[config.mk]
export PLATFORM = sky130hd
export DESIGN_NAME = memory_stage
export DESIGN_NICKNAME = d
export VERILOG_FILES = /design/src/hw/mips_pkg.sv /design/src/hw/memory_stage.sv
export VERILOG_INCLUDE_DIRS = /design/src /design/src/hw
export SDC_FILE = /design/constraint.sdc
export NUM_CORES = 2
export LEC_CHECK = 0
export ABC_CLOCK_PERIOD_IN_PS = 12750
export BUFFER_PORTS_ARGS = -buffer_cell sky130_fd_sc_hd__buf_2
export CAP_MARGIN = 40
export CORE_ASPECT_RATIO = 0.6
export CORE_MARGIN = 1
export CORE_UTILIZATION = 47
export CTS_CLUSTER_SIZE = 24
export DETAILED_ROUTE_END_ITERATION = 10
export MAX_ROUTING_LAYER = met4
export PLACE_DENSITY_LB_ADDON = 0.15
export SLEW_MARGIN = 20
export SYNTH_ARGS = -nofsm -noshare
export SYNTH_HDL_FRONTEND = slang
export SYNTH_SLANG_ARGS = --single-unit
[constraint.sdc]
create_clock -name clk -period 12.75 [get_ports clk]
set_input_delay 2.55 -clock clk [delete_from_list [all_inputs] [get_ports clk]]
set_output_delay 2.55 -clock clk [all_outputs]
set_load 0.005 [all_outputs]
[src/hw/mips_params.svh]
`ifndef MIPS_PARAMS_SVH
`define MIPS_PARAMS_SVH

//////////////////////////////////////////////////
// datapath widths
//////////////////////////////////////////////////

// data word and byte address
`define MIPS_DATA_W 32

// register index, 32 entries
`define MIPS_REG_AW 5
`define MIPS_REG_NUM (1 << `MIPS_REG_AW)

//////////////////////////////////////////////////
// memory depths, in words
//////////////////////////////////////////////////

`define MIPS_IMEM_AW 7
`define MIPS_IMEM_DEPTH (1 << `MIPS_IMEM_AW)

`define MIPS_DMEM_AW 7
`define MIPS_DMEM_DEPTH (1 << `MIPS_DMEM_AW)

`endif

[src/hw/mips_pkg.sv]
`include "mips_params.svh"

package mips_pkg;

	// primary opcodes, instr[31:26]
	typedef enum logic [5:0] {
		OP_RTYPE = 6'h00,
		OP_J     = 6'h02,
		OP_BEQ   = 6'h04,
		OP_ADDI  = 6'h08,
		OP_LW    = 6'h23,
		OP_SW    = 6'h2b,
		OP_HALT  = 6'h3f
	} opcode_e;

	// r-type function codes, instr[5:0]
	typedef enum logic [5:0] {
		F_SLL = 6'h00,
		F_JR  = 6'h08,
		F_ADD = 6'h20,
		F_SUB = 6'h22,
		F_AND = 6'h24,
		F_OR  = 6'h25,
		F_SLT = 6'h2a
	} funct_e;

	// add is zero so a cleared bus is a harmless add
	typedef enum logic [2:0] {
		ALU_ADD,
		ALU_SUB,
		ALU_AND,
		ALU_OR,
		ALU_SLT,
		ALU_SLL
	} alu_op_e;

	//////////////////////////////////////////////////
	// control buses
	//////////////////////////////////////////////////

	typedef struct packed {
		alu_op_e alu_op;
		logic    alu_src_imm;
		logic    reg_dst_rd;
	} ex_ctrl_t;

	typedef struct packed {
		logic mem_write;
		logic branch;
	} mem_ctrl_t;

	typedef struct packed {
		logic reg_write;
		logic mem_to_reg;
	} wb_ctrl_t;

	//////////////////////////////////////////////////
	// stage registers
	//////////////////////////////////////////////////

	typedef struct packed {
		logic [`MIPS_DATA_W-1:0] pc_plus4;
		logic [`MIPS_DATA_W-1:0] instr;
	} if_id_t;

	typedef struct packed {
		ex_ctrl_t                ex;
		mem_ctrl_t               mem;
		wb_ctrl_t                wb;
		logic [`MIPS_DATA_W-1:0] pc_plus4;
		logic [`MIPS_DATA_W-1:0] rs_val;
		logic [`MIPS_DATA_W-1:0] rt_val;
		logic [`MIPS_DATA_W-1:0] imm;
		logic [`MIPS_REG_AW-1:0] rs;
		logic [`MIPS_REG_AW-1:0] rt;
		logic [`MIPS_REG_AW-1:0] rd;
		logic [`MIPS_REG_AW-1:0] shamt;
		logic                    halt;
	} id_ex_t;

	typedef struct packed {
		mem_ctrl_t               mem;
		wb_ctrl_t                wb;
		logic [`MIPS_DATA_W-1:0] alu_result;
		logic                    zero;
		logic [`MIPS_DATA_W-1:0] store_data;
		logic [`MIPS_DATA_W-1:0] branch_target;
		logic [`MIPS_REG_AW-1:0] dest;
		logic                    halt;
	} ex_mem_t;

	typedef struct packed {
		wb_ctrl_t                wb;
		logic [`MIPS_DATA_W-1:0] read_data;
		logic [`MIPS_DATA_W-1:0] alu_result;
		logic [`MIPS_REG_AW-1:0] dest;
		logic                    halt;
	} mem_wb_t;

endpackage

[src/hw/memory_stage.sv]
`timescale 1ns/10ps
`include "mips_params.svh"

module memory_stage (
	input  logic                    clk,
	input  logic                    rst,
	input  mips_pkg::ex_mem_t       ex_mem,
	input  logic                    dbg_mem_en,
	input  logic [`MIPS_DATA_W-1:0] dbg_mem_addr,
	output mips_pkg::mem_wb_t       mem_wb,
	output logic                    branch_taken,
	output logic [`MIPS_DATA_W-1:0] branch_target,
	output logic [`MIPS_DATA_W-1:0] read_data
);

	logic [`MIPS_DATA_W-1:0]  dmem [0:`MIPS_DMEM_DEPTH-1];
	logic [`MIPS_DATA_W-1:0]  mem_addr;
	logic [`MIPS_DMEM_AW-1:0] mem_idx;

	//////////////////////////////////////////////////
	// address select and data memory
	//////////////////////////////////////////////////

	// debug readback takes over the address
	assign mem_addr = dbg_mem_en ? dbg_mem_addr : ex_mem.alu_result;
	assign mem_idx  = mem_addr[`MIPS_DMEM_AW+1:2];

	always_ff @(posedge clk) begin
		if (ex_mem.mem.mem_write && !dbg_mem_en) begin
			dmem[mem_idx] <= ex_mem.store_data;
		end
	end

	// beq taken when rs - rt was zero
	assign branch_taken  = ex_mem.mem.branch && ex_mem.zero;
	assign branch_target = ex_mem.branch_target;

	//////////////////////////////////////////////////
	// memory/writeback register
	//////////////////////////////////////////////////

	always_ff @(posedge clk) begin
		if (rst) begin
			mem_wb <= '0;
		end else begin
			mem_wb.wb         <= ex_mem.wb;
			// synchronous read lands here
			mem_wb.read_data  <= dmem[mem_idx];
			mem_wb.alu_result <= ex_mem.alu_result;
			mem_wb.dest       <= ex_mem.dest;
			// sticky, stays up until reset
			mem_wb.halt       <= mem_wb.halt || ex_mem.halt;
		end
	end

	// same word for writeback and debug readback
	assign read_data = mem_wb.read_data;

endmodule

==> reports/results.txt <==
largest family of logic cells by synthesized area -> compound AO/OA/AOI/OAI gates
worst r2r path cells -> 5
Die X -> 741 um
layout cells sized above 1 -> 0.151
CTS tree -> yes
residual DRC count -> 0
Post-synth EDFFs -> 4096
Hold Slack -> 0.469 ns
Main synth FF type -> edfxtp_1
Die ar. -> 330000 um2
Slew HR -> 0.351
Placer Congestion -> 0.833
Final Core Density -> 0.539
Hold Crit Depth -> 2
CP startpoint kind -> input port
hold endpoint -> mem_wb[0]
Crit path required time -> 13.60 ns
period utilisation layout -> 0.507
core area -> 325000 um2
WL final -> 520000 um
P_leak -> 0.0513 uW
Max VDD drop -> 0.000116 V
YS warnings -> 0
Worst Setup Path Type -> in -> reg
vias after detailed routing -> 94200
# nets final -> 9236
Routed Antenna Nets -> 0
Fin. Hold Viols -> 0
Mapped Area -> 154000 um2
RSZ-0062 raised after global routing -> no
r2r startpoint -> dmem[107][7]
Syn Area/Cell -> 17.5 um2
post-CTS resize count -> 0
FILL cells -> 25000
first-pass GRT wire length -> 707000 um
final clock skew -> 0.0517 ns
Gate Count Post-Synth -> 8801
Syn Nets -> 8943
sequential area share after synthesis -> 0.809
mux cell area share after synthesis -> 0.00247
Post-DP HPWL -> 278000 um
final slew viol count -> 0
Data arrival, critical path -> 7.31 ns
Sink Count -> 4168
Top-Level Pins -> 279
Post-Synth Adder-Cell Area -> 0
Buf+Inv Stages, Crit Path -> 5
worst skew pair latency -> 0.97 ns
worst hold start -> mem_wb[0]
placed cell area -> 163000 um2
gr ovfl total -> 0
clk buf depth -> 4
XOR/XNOR Fraction of Synth Area -> 0
H-tree levels -> 5
status -> finished clean
P per Cell Area -> 159 nW/um2
Pre-antenna DRT Iters -> 9
GRT Total Usage -> 0.316
Cell Rows -> 162
most common cell after layout, fill and taps aside -> edfxtp_1
Setup Buffers After CTS -> 0
worst path cell trace -> buf_2, buf_12, nor4b_4, buf_4, or2_4, buf_4, buf_4, a22oi_1, a41oi_1, o41ai_1, a41oi_1
Tightest Hold Check Type -> reg -> reg
vias in the first global route -> 86600
Crit path top cell by count -> buf_4
Max Cap Viol -> 0
Initial Utilization -> 0.473
Area Overhead vs Synth -> 13.9%
Compound-Gate Fraction of Synth Area -> 0.143
initial antenna violation count -> 31
Hold Buf Count CTS -> 0
commonest cells after routing, fill and taps aside -> edfxtp_1 (4096), a22oi_1 (1409), o21ai_0 (1190), buf_4 (419), clkbuf_16 (390)
simple-gate share of the synthesized area -> 0.0246
IO Port Bufs -> 189
number of distinct library cells after synthesis -> 49
Max Clk Rate -> 155 MHz
Yosys reg bits -> 4168
Crit-path slowest cell -> a41oi_1
Sum Neg Setup Slack -> 0 ns
Worst Path Max Fanout -> 44
TritonCTS Buffers -> 379
asr flop ratio synth -> 0
Max stage delay on crit path -> 0.77 ns
flop2flop setup slack -> 10.31 ns
die height -> 445 um
crit end category -> flop
Finish-stage setup viols -> 0
Reg clk slew, reported paths -> 0.07 ns
largest net degree at the start of global routing -> 110
fin crit period -> 6.46 ns
1st-iter DRT viols -> 15400
crit-path leading delay family -> buffers and inverters
clock root buffer -> clkbuf_16
Design Area, Final -> 175000 um2
Vias/cell -> 6.85
reg2reg end -> read_data[7]
routed length per instance -> 37.8 um
worst slew pin tran -> 0.963 ns
## report_power, final
| group | internal [uW] | switching (uW) |
|---|---|---|
| registers | 15100 | 29.2 |
| clock network | 6360 | 5010 |
| logic | 361 | 1090 |
| total | 21800 | 6130 |
## cell type report
class / count / area (um2) / share of cell area
Multi-Input combinational cell: 3889 / 27900 / 0.159
Clock inverter: 194 / 1830 / 0.0104
Sequential cell: 4168 / 124000 / 0.710
Inverter: 3 / 11.3 / 0.0000642
Clock buffer: 478 / 10200 / 0.0584
Tap cell: 4346 / 5440 / 0.0310
Timing Repair Buffer: 653 / 5390 / 0.0307
Antenna cell: 18 / 45.0 / 0.000257
## metrics by stage
| step | total power (uW) | setup slack, ns | instances |
|---|---|---|---|
| floorplan | 16000 | 6.75 | 8801 |
| global placement | 16700 | 4.47 | 13000 |
| detailed placement | 16800 | 5.41 | 13000 |
| CTS | 27900 | 6.42 | 13700 |
| global route | 28600 | 6.27 | 13700 |
| finish | 27900 | 6.29 | 13700 |
## worst max path at each step
stage | depth (start not counted) | from | to
6_report | 11 | dbg_mem_en | read_data[8]
5_1_grt | 11 | dbg_mem_en | read_data[8]
4_1_cts | 11 | dbg_mem_en | read_data[21]
3_5_place_dp | 11 | dbg_mem_en | read_data[21]
3_3_place_gp | 11 | dbg_mem_en | read_data[7]
2_1_floorplan | 10 | ex_mem[73] | dmem[17][0]
## worst reg2reg max path: stages (launching register included)
cell,delay (ns)
edfxtp_1,0.36
a22oi_1,0.34
a31oi_2,0.43
o41ai_1,0.79
buf_4,0.27
a41oi_1,0.11
## state kept, by name, indices dropped and copies added, names as in the netlist
| name | cells |
|---|---|
| dmem | 4096 |
| mem_wb | 40 |
| read_data | 32 |
## logic make-up after synthesis
kind of cell           after synthesis
muxes                               38
buffers and inverters              744
and+or+nand+nor                    539
DFF                               4168
AOI/OAI and AO/OA                 3312
## cell usage after synthesis (all sizes together), types with 17 or more instances
master / n / area [um2]
and4: 298 / 2610
nor2b: 42 / 263
clkbuf: 513 / 1930
nand2: 28 / 108
mux2i: 38 / 380
o22ai: 17 / 106
dfxtp: 72 / 1440
o41ai: 127 / 1110
a41oi: 234 / 2050
a31oi: 302 / 1890
o21ai: 1196 / 5990
nor2: 138 / 518
buf: 228 / 1370
edfxtp: 4096 / 123000
a22oi: 1410 / 10600
## metal layers
| layer | wire length, um | track usage | up-vias |
|---|---|---|---|
| met4 | 16700 | 0.0938 | 0 |
| met5 | 0 | - | - |
| li1 | - | - | 37400 |
| met3 | 74700 | 0.0900 | 872 |
| met2 | 219000 | 0.433 | 6821 |
| met1 | 210000 | 0.461 | 49100 |
No activity file was read; power rests on OpenSTA's default activity.
