File: config.mk
export PLATFORM = sky130hd
export DESIGN_NAME = fetch_stage
export DESIGN_NICKNAME = d
export VERILOG_FILES = /design/src/hw/mips_pkg.sv /design/src/hw/fetch_stage.sv
export VERILOG_INCLUDE_DIRS = /design/src /design/src/hw
export SDC_FILE = /design/constraint.sdc
export NUM_CORES = 2
export LEC_CHECK = 0
export BUFFER_PORTS_ARGS = -buffer_cell sky130_fd_sc_hd__buf_4
export CORE_ASPECT_RATIO = 1.4
export CORE_MARGIN = 5
export CORE_UTILIZATION = 60
export CTS_CLUSTER_SIZE = 25
export DETAILED_ROUTE_END_ITERATION = 7
export GPL_ROUTABILITY_DRIVEN = 0
export PLACE_DENSITY_LB_ADDON = 0.12
export SYNTH_ARGS = -nofsm -noshare
export SYNTH_HDL_FRONTEND = slang
export SYNTH_SLANG_ARGS = --single-unit
File: constraint.sdc
create_clock -name clk -period 7.69 [get_ports clk]
set_input_delay 0.769 -clock clk [delete_from_list [all_inputs] [get_ports clk]]
set_output_delay 0.769 -clock clk [all_outputs]
set_load 0.01 [all_outputs]
File: src/hw/mips_params.svh
`ifndef MIPS_PARAMS_SVH
`define MIPS_PARAMS_SVH

//////////////////////////////////////////////////
// datapath widths
//////////////////////////////////////////////////

// data word and byte address
`define MIPS_DATA_W 32

// register index, 32 entries
`define MIPS_REG_AW 5
`define MIPS_REG_NUM (1 << `MIPS_REG_AW)

//////////////////////////////////////////////////
// memory depths, in words
//////////////////////////////////////////////////

`define MIPS_IMEM_AW 7
`define MIPS_IMEM_DEPTH (1 << `MIPS_IMEM_AW)

`define MIPS_DMEM_AW 7
`define MIPS_DMEM_DEPTH (1 << `MIPS_DMEM_AW)

`endif

File: src/hw/mips_pkg.sv
`include "mips_params.svh"

package mips_pkg;

	// primary opcodes, instr[31:26]
	typedef enum logic [5:0] {
		OP_RTYPE = 6'h00,
		OP_J     = 6'h02,
		OP_BEQ   = 6'h04,
		OP_ADDI  = 6'h08,
		OP_LW    = 6'h23,
		OP_SW    = 6'h2b,
		OP_HALT  = 6'h3f
	} opcode_e;

	// r-type function codes, instr[5:0]
	typedef enum logic [5:0] {
		F_SLL = 6'h00,
		F_JR  = 6'h08,
		F_ADD = 6'h20,
		F_SUB = 6'h22,
		F_AND = 6'h24,
		F_OR  = 6'h25,
		F_SLT = 6'h2a
	} funct_e;

	// add is zero so a cleared bus is a harmless add
	typedef enum logic [2:0] {
		ALU_ADD,
		ALU_SUB,
		ALU_AND,
		ALU_OR,
		ALU_SLT,
		ALU_SLL
	} alu_op_e;

	//////////////////////////////////////////////////
	// control buses
	//////////////////////////////////////////////////

	typedef struct packed {
		alu_op_e alu_op;
		logic    alu_src_imm;
		logic    reg_dst_rd;
	} ex_ctrl_t;

	typedef struct packed {
		logic mem_write;
		logic branch;
	} mem_ctrl_t;

	typedef struct packed {
		logic reg_write;
		logic mem_to_reg;
	} wb_ctrl_t;

	//////////////////////////////////////////////////
	// stage registers
	//////////////////////////////////////////////////

	typedef struct packed {
		logic [`MIPS_DATA_W-1:0] pc_plus4;
		logic [`MIPS_DATA_W-1:0] instr;
	} if_id_t;

	typedef struct packed {
		ex_ctrl_t                ex;
		mem_ctrl_t               mem;
		wb_ctrl_t                wb;
		logic [`MIPS_DATA_W-1:0] pc_plus4;
		logic [`MIPS_DATA_W-1:0] rs_val;
		logic [`MIPS_DATA_W-1:0] rt_val;
		logic [`MIPS_DATA_W-1:0] imm;
		logic [`MIPS_REG_AW-1:0] rs;
		logic [`MIPS_REG_AW-1:0] rt;
		logic [`MIPS_REG_AW-1:0] rd;
		logic [`MIPS_REG_AW-1:0] shamt;
		logic                    halt;
	} id_ex_t;

	typedef struct packed {
		mem_ctrl_t               mem;
		wb_ctrl_t                wb;
		logic [`MIPS_DATA_W-1:0] alu_result;
		logic                    zero;
		logic [`MIPS_DATA_W-1:0] store_data;
		logic [`MIPS_DATA_W-1:0] branch_target;
		logic [`MIPS_REG_AW-1:0] dest;
		logic                    halt;
	} ex_mem_t;

	typedef struct packed {
		wb_ctrl_t                wb;
		logic [`MIPS_DATA_W-1:0] read_data;
		logic [`MIPS_DATA_W-1:0] alu_result;
		logic [`MIPS_REG_AW-1:0] dest;
		logic                    halt;
	} mem_wb_t;

endpackage

File: src/hw/fetch_stage.sv
`timescale 1ns/10ps
`include "mips_params.svh"

module fetch_stage (
	input  logic                     clk,
	input  logic                     rst,
	input  logic                     stall,
	input  logic                     jump,
	input  logic                     jump_register,
	input  logic [`MIPS_DATA_W-1:0]  jump_target,
	input  logic [`MIPS_DATA_W-1:0]  jr_target,
	input  logic                     branch_taken,
	input  logic [`MIPS_DATA_W-1:0]  branch_target,
	input  logic                     halt_seen,
	input  logic                     debug_flag,
	input  logic                     imem_we,
	input  logic [`MIPS_IMEM_AW-1:0] imem_addr,
	input  logic [`MIPS_DATA_W-1:0]  imem_data,
	output mips_pkg::if_id_t         if_id,
	output logic [`MIPS_DATA_W-1:0]  pc
);

	logic [`MIPS_DATA_W-1:0]  imem [0:`MIPS_IMEM_DEPTH-1];
	logic [`MIPS_DATA_W-1:0]  pc_plus4;
	logic [`MIPS_DATA_W-1:0]  pc_next;
	logic [`MIPS_IMEM_AW-1:0] pc_idx;
	logic                     pc_hold;

	assign pc_plus4 = pc + `MIPS_DATA_W'(4);
	// word index into instruction memory
	assign pc_idx = pc[`MIPS_IMEM_AW+1:2];

	// branch from memory is the oldest redirect and wins
	assign pc_next = branch_taken ? branch_target :
		jump_register ? jr_target :
		jump ? jump_target : pc_plus4;

	// debug load or halt
	assign pc_hold = debug_flag || halt_seen;

	//////////////////////////////////////////////////
	// instruction memory with debug write port
	//////////////////////////////////////////////////

	always_ff @(posedge clk) begin
		if (imem_we) begin
			imem[imem_addr] <= imem_data;
		end
	end

	//////////////////////////////////////////////////
	// pc and fetch/decode register
	//////////////////////////////////////////////////

	always_ff @(posedge clk) begin
		if (rst) begin
			pc    <= '0;
			if_id <= '0;
		end else if (branch_taken) begin
			// three younger instructions dropped
			pc    <= pc_next;
			if_id <= '0;
		end else if (stall) begin
			// keep pc and the waiting instruction
			pc    <= pc;
			if_id <= if_id;
		end else if (pc_hold) begin
			// feed bubbles while held
			pc    <= pc;
			if_id <= '0;
		end else begin
			pc <= pc_next;
			// j / jr cancel the slot behind them
			if (jump || jump_register) begin
				if_id <= '0;
			end else begin
				if_id.pc_plus4 <= pc_plus4;
				if_id.instr    <= imem[pc_idx];
			end
		end
	end

endmodule

==> results by group <==
Timing
  – Setup TNS: 0 ps
  – Max Freq: 0.197 GHz
  – RSZ-0062 raised after global routing: false
  – Endpoints failing setup: 0
  – Final hold vios: 0
  – Fin. max-slew vios: 2
  – Clock Skew: 51.3 ps
  – Tmin final: 5070 ps
  – Worst-Margin Slew: 1550 ps
  – Rel. slew slack: -4.01%
  – Final Cycle Share: 65.9%

CTS
  – Clock latency at the later pin of the worst-skew pair: 910 ps
  – CTS root buf: clkbuf_16
  – Max Root-Sink Buffers: 4
  – H-tree depth reported by CTS: 5
  – Hold buffers post-CTS: 0
  – CTS tree: built
  – Clock sinks: 4199
  – TritonCTS Buffers: 380
  – Post-CTS setup buffers: 0
  – CTS resizes: 0
  – CTS clk-pin slew, worst paths: 70 ps

Global routing
  – Top Usage Layer GRT: met2
  – Pin count of the biggest net entering global routing: 114
  – Initial antenna violation count: 34
  – Met2 Use GR: 53.3%
  – Vias in the first global route: 81400
  – First-pass GRT wire length: 641000 µm
  – M3 GR Usage: 7.79%
  – Grt ovf: 0
  – Total GRT Usage: 33.4%
  – GR Layer Usage met1: 42.6%

Cells and area
  – Nets: 7817
  – Share of layout cells above drive strength 1: 28.7%
  – Most frequent cells in the layout: 4096 x edfxtp_1, 1069 x mux4_2, 491 x buf_4
  – Commonest non-fill, non-tap cell in the layout: edfxtp_1
  – Design Area, Final: 0.180 mm²
  – Synthesis-to-finish area growth: 12.5%
  – Fill count: 16300

Placed design
  – Port-buffer cells: 239
  – Post-DP HPWL: 270000 µm
  – Cell Area, Placed: 0.168 mm²

Die
  – Rows: 224
  – I/O pin cnt: 240
  – Starting density of the core: 60.3%
  – Die area: 0.278 mm²
  – Core area: 0.266 mm²
  – Die width: 447 µm
  – Die height: 622 µm

Logic synthesis
  – Number of synthesized flops with an enable pin: 4096
  – Top_reg_cell synth: edfxtp_1
  – Avg Inst Size Synth: 22.3 µm²
  – Mapped Area: 0.160 mm²
  – Sequential fraction of the synthesis area: 78.0%
  – Yosys top cell by area: edfxtp_1
  – Synth Instances: 7194
  – Yosys Warn Count: 0
  – Netlist cell types: 66
  – Post-synth ARST share: 0%
  – Ranking of synthesized cells by area: edfxtp_1 77%, mux4_2 15%, a22oi_1 1.3%
  – Area share of the largest cell type after synthesis: 76.7%
  – Mapped Nets: 7339
  – Flop and latch count out of synthesis: 4199

Status
  – Status: complete, but fails checks
  – Failing checks: DRC, capacitance limit, slew limit

Route
  – Wire per inst: 40.3 µm
  – Vias per cell: 7.11
  – Initial drt markers: 11800
  – Vias: 81800
  – Drc violations: 6
  – Routed WL: 463000 µm
  – Drt pass-1 iters: 8
  – Post-route ant nets: 0

Hold path
  – Hold Crit Depth: 3
  – Hold endpoint: pc[9]
  – Min-delay worst type: in2reg
  – Hold Startpoint: branch_target[9]

Worst setup path
  – R2r setup slk: 2620 ps
  – Worst setup path category: reg2reg
  – Crit path DAT: 5870 ps
  – Cell depth of the worst setup path: 8
  – Crit. End Element: flip-flop
  – Worst path cell trace: buf_12 -> buf_4 -> mux4_2 -> a22oi_1 -> a21oi_1 -> a211oi_1 -> nand4_1 -> and3_1
  – WP buf/inv: 2
  – CP max stage cell: a211oi_1
  – Worst-case reg-to-reg path depth: 8
  – R2r endpoint: if_id[26]
  – CP peak stage delay: 1140 ps
  – Critical path peak fanout: 45
  – Worst Path Required: 8490 ps
  – Startpoint type of the worst setup path: flip-flop
  – Delay-heaviest family, CP: compound AO/OA/AOI/OAI gates

Power
  – Worst IR Drop VDD: 209 µV
  – PD cells: 261 mW/mm²
  – Total power: 47000 µW
  – Leak pwr: 0.0553 µW

Job
  – Maxcap violations: 1
-- where the power goes --
part           switching (µW)  internal (µW)  total [µW]
sequential               78.0          25200       25300
combinational            1820            914        2730
clock                    8220          10800       19000
total                   10100          36900       47000
-- metal layers --
metal | share of wire, % | up-vias
met2 | 49 | 5453
met5 | 0.046 | -
met1 | 33 | 43500
met4 | 7.5 | 24
met3 | 11 | 1206
li1 | - | 31600
-- worst max-delay path by stage --
stage,from,endpoint,slack [ps]
final,flip-flop,if_id[26],2620
after detailed placement,flip-flop,if_id[9],2760
after floorplan,imem_we,imem[96][0],2820
after global placement,flip-flop,if_id[14],2720
after global routing,flip-flop,if_id[26],2520
after CTS,flip-flop,if_id[14],2740
-- sequential cells by signal (all words and copies together), names as in the netlist, named ones only --
name / cells
imem: 4096
pc: 32
if_id: 64
-- per-stage QoR --
step | util, % | instances | hold WS, ps | setup slack [ps]
after global placement | 63.2 | 10800 | 440 | 2720
after floorplan | - | 7194 | 467 | 2820
after detailed placement | 63.2 | 10800 | 452 | 2760
after CTS | 67.8 | 11500 | 74.4 | 2740
after global routing | 67.8 | 11500 | 102 | 2520
final | 67.9 | 11500 | 134 | 2620
-- synthesized netlist by cell type, types with 7 or more instances --
library cell / count
edfxtp_1: 4096
mux4_2: 1069
a22oi_1: 288
nor2_1: 226
clkbuf_1: 218
nand2_1: 190
a21oi_1: 173
buf_2: 113
mux2i_1: 106
dfxtp_1: 103
buf_1: 44
nand4_1: 41
nand3_1: 38
buf_4: 35
o21ai_0: 35
nor3_1: 34
a211oi_1: 33
a221oi_1: 30
and3_1: 29
o211ai_1: 21
inv_1: 19
o2111ai_1: 18
o22a_1: 17
a2111oi_0: 15
nor2b_1: 14
nand2b_1: 13
xnor2_1: 13
xor2_1: 12
a31oi_1: 11
a221o_1: 10
a22o_1: 10
buf_6: 10
o22ai_1: 10
nor4_1: 8
a211o_1: 7
a32oi_1: 7
a41oi_1: 7
o41ai_1: 7
-- logic make-up after synthesis --
family,count (synthesis),synth area share (%)
AO/OA/AOI/OAI,725,3.17
multiplexers,1180,15.7
AND/OR/NAND/NOR,622,1.74
XOR/XNOR,25,0.137
flip-flops,4199,78.0
buffers and inverters,442,1.25
adder cells (fa/ha/maj),1,0.00780
-- worst register-to-register path: stages (launching register included) --
cell and delay, ps:
dfxtp_4 940, buf_12 460, buf_4 640, mux4_2 410, a22oi_1 240, a21oi_1 280, a211oi_1 1140, nand4_1 540
and3_1 340
-- final cells by class --
class / count / area (µm²) / area share (%)
sequential: 4199 / 125000 / 69.3
multi-input combinational: 2553 / 34400 / 19.0
clock buffer: 465 / 10100 / 5.59
tap: 3503 / 4380 / 2.43
timing repair buffer: 516 / 4190 / 2.32
clock inverter: 225 / 2260 / 1.25
inverter: 22 / 90.1 / 0.0499
antenna: 14 / 35.0 / 0.0194
No activity file was read; power rests on OpenSTA's default activity.
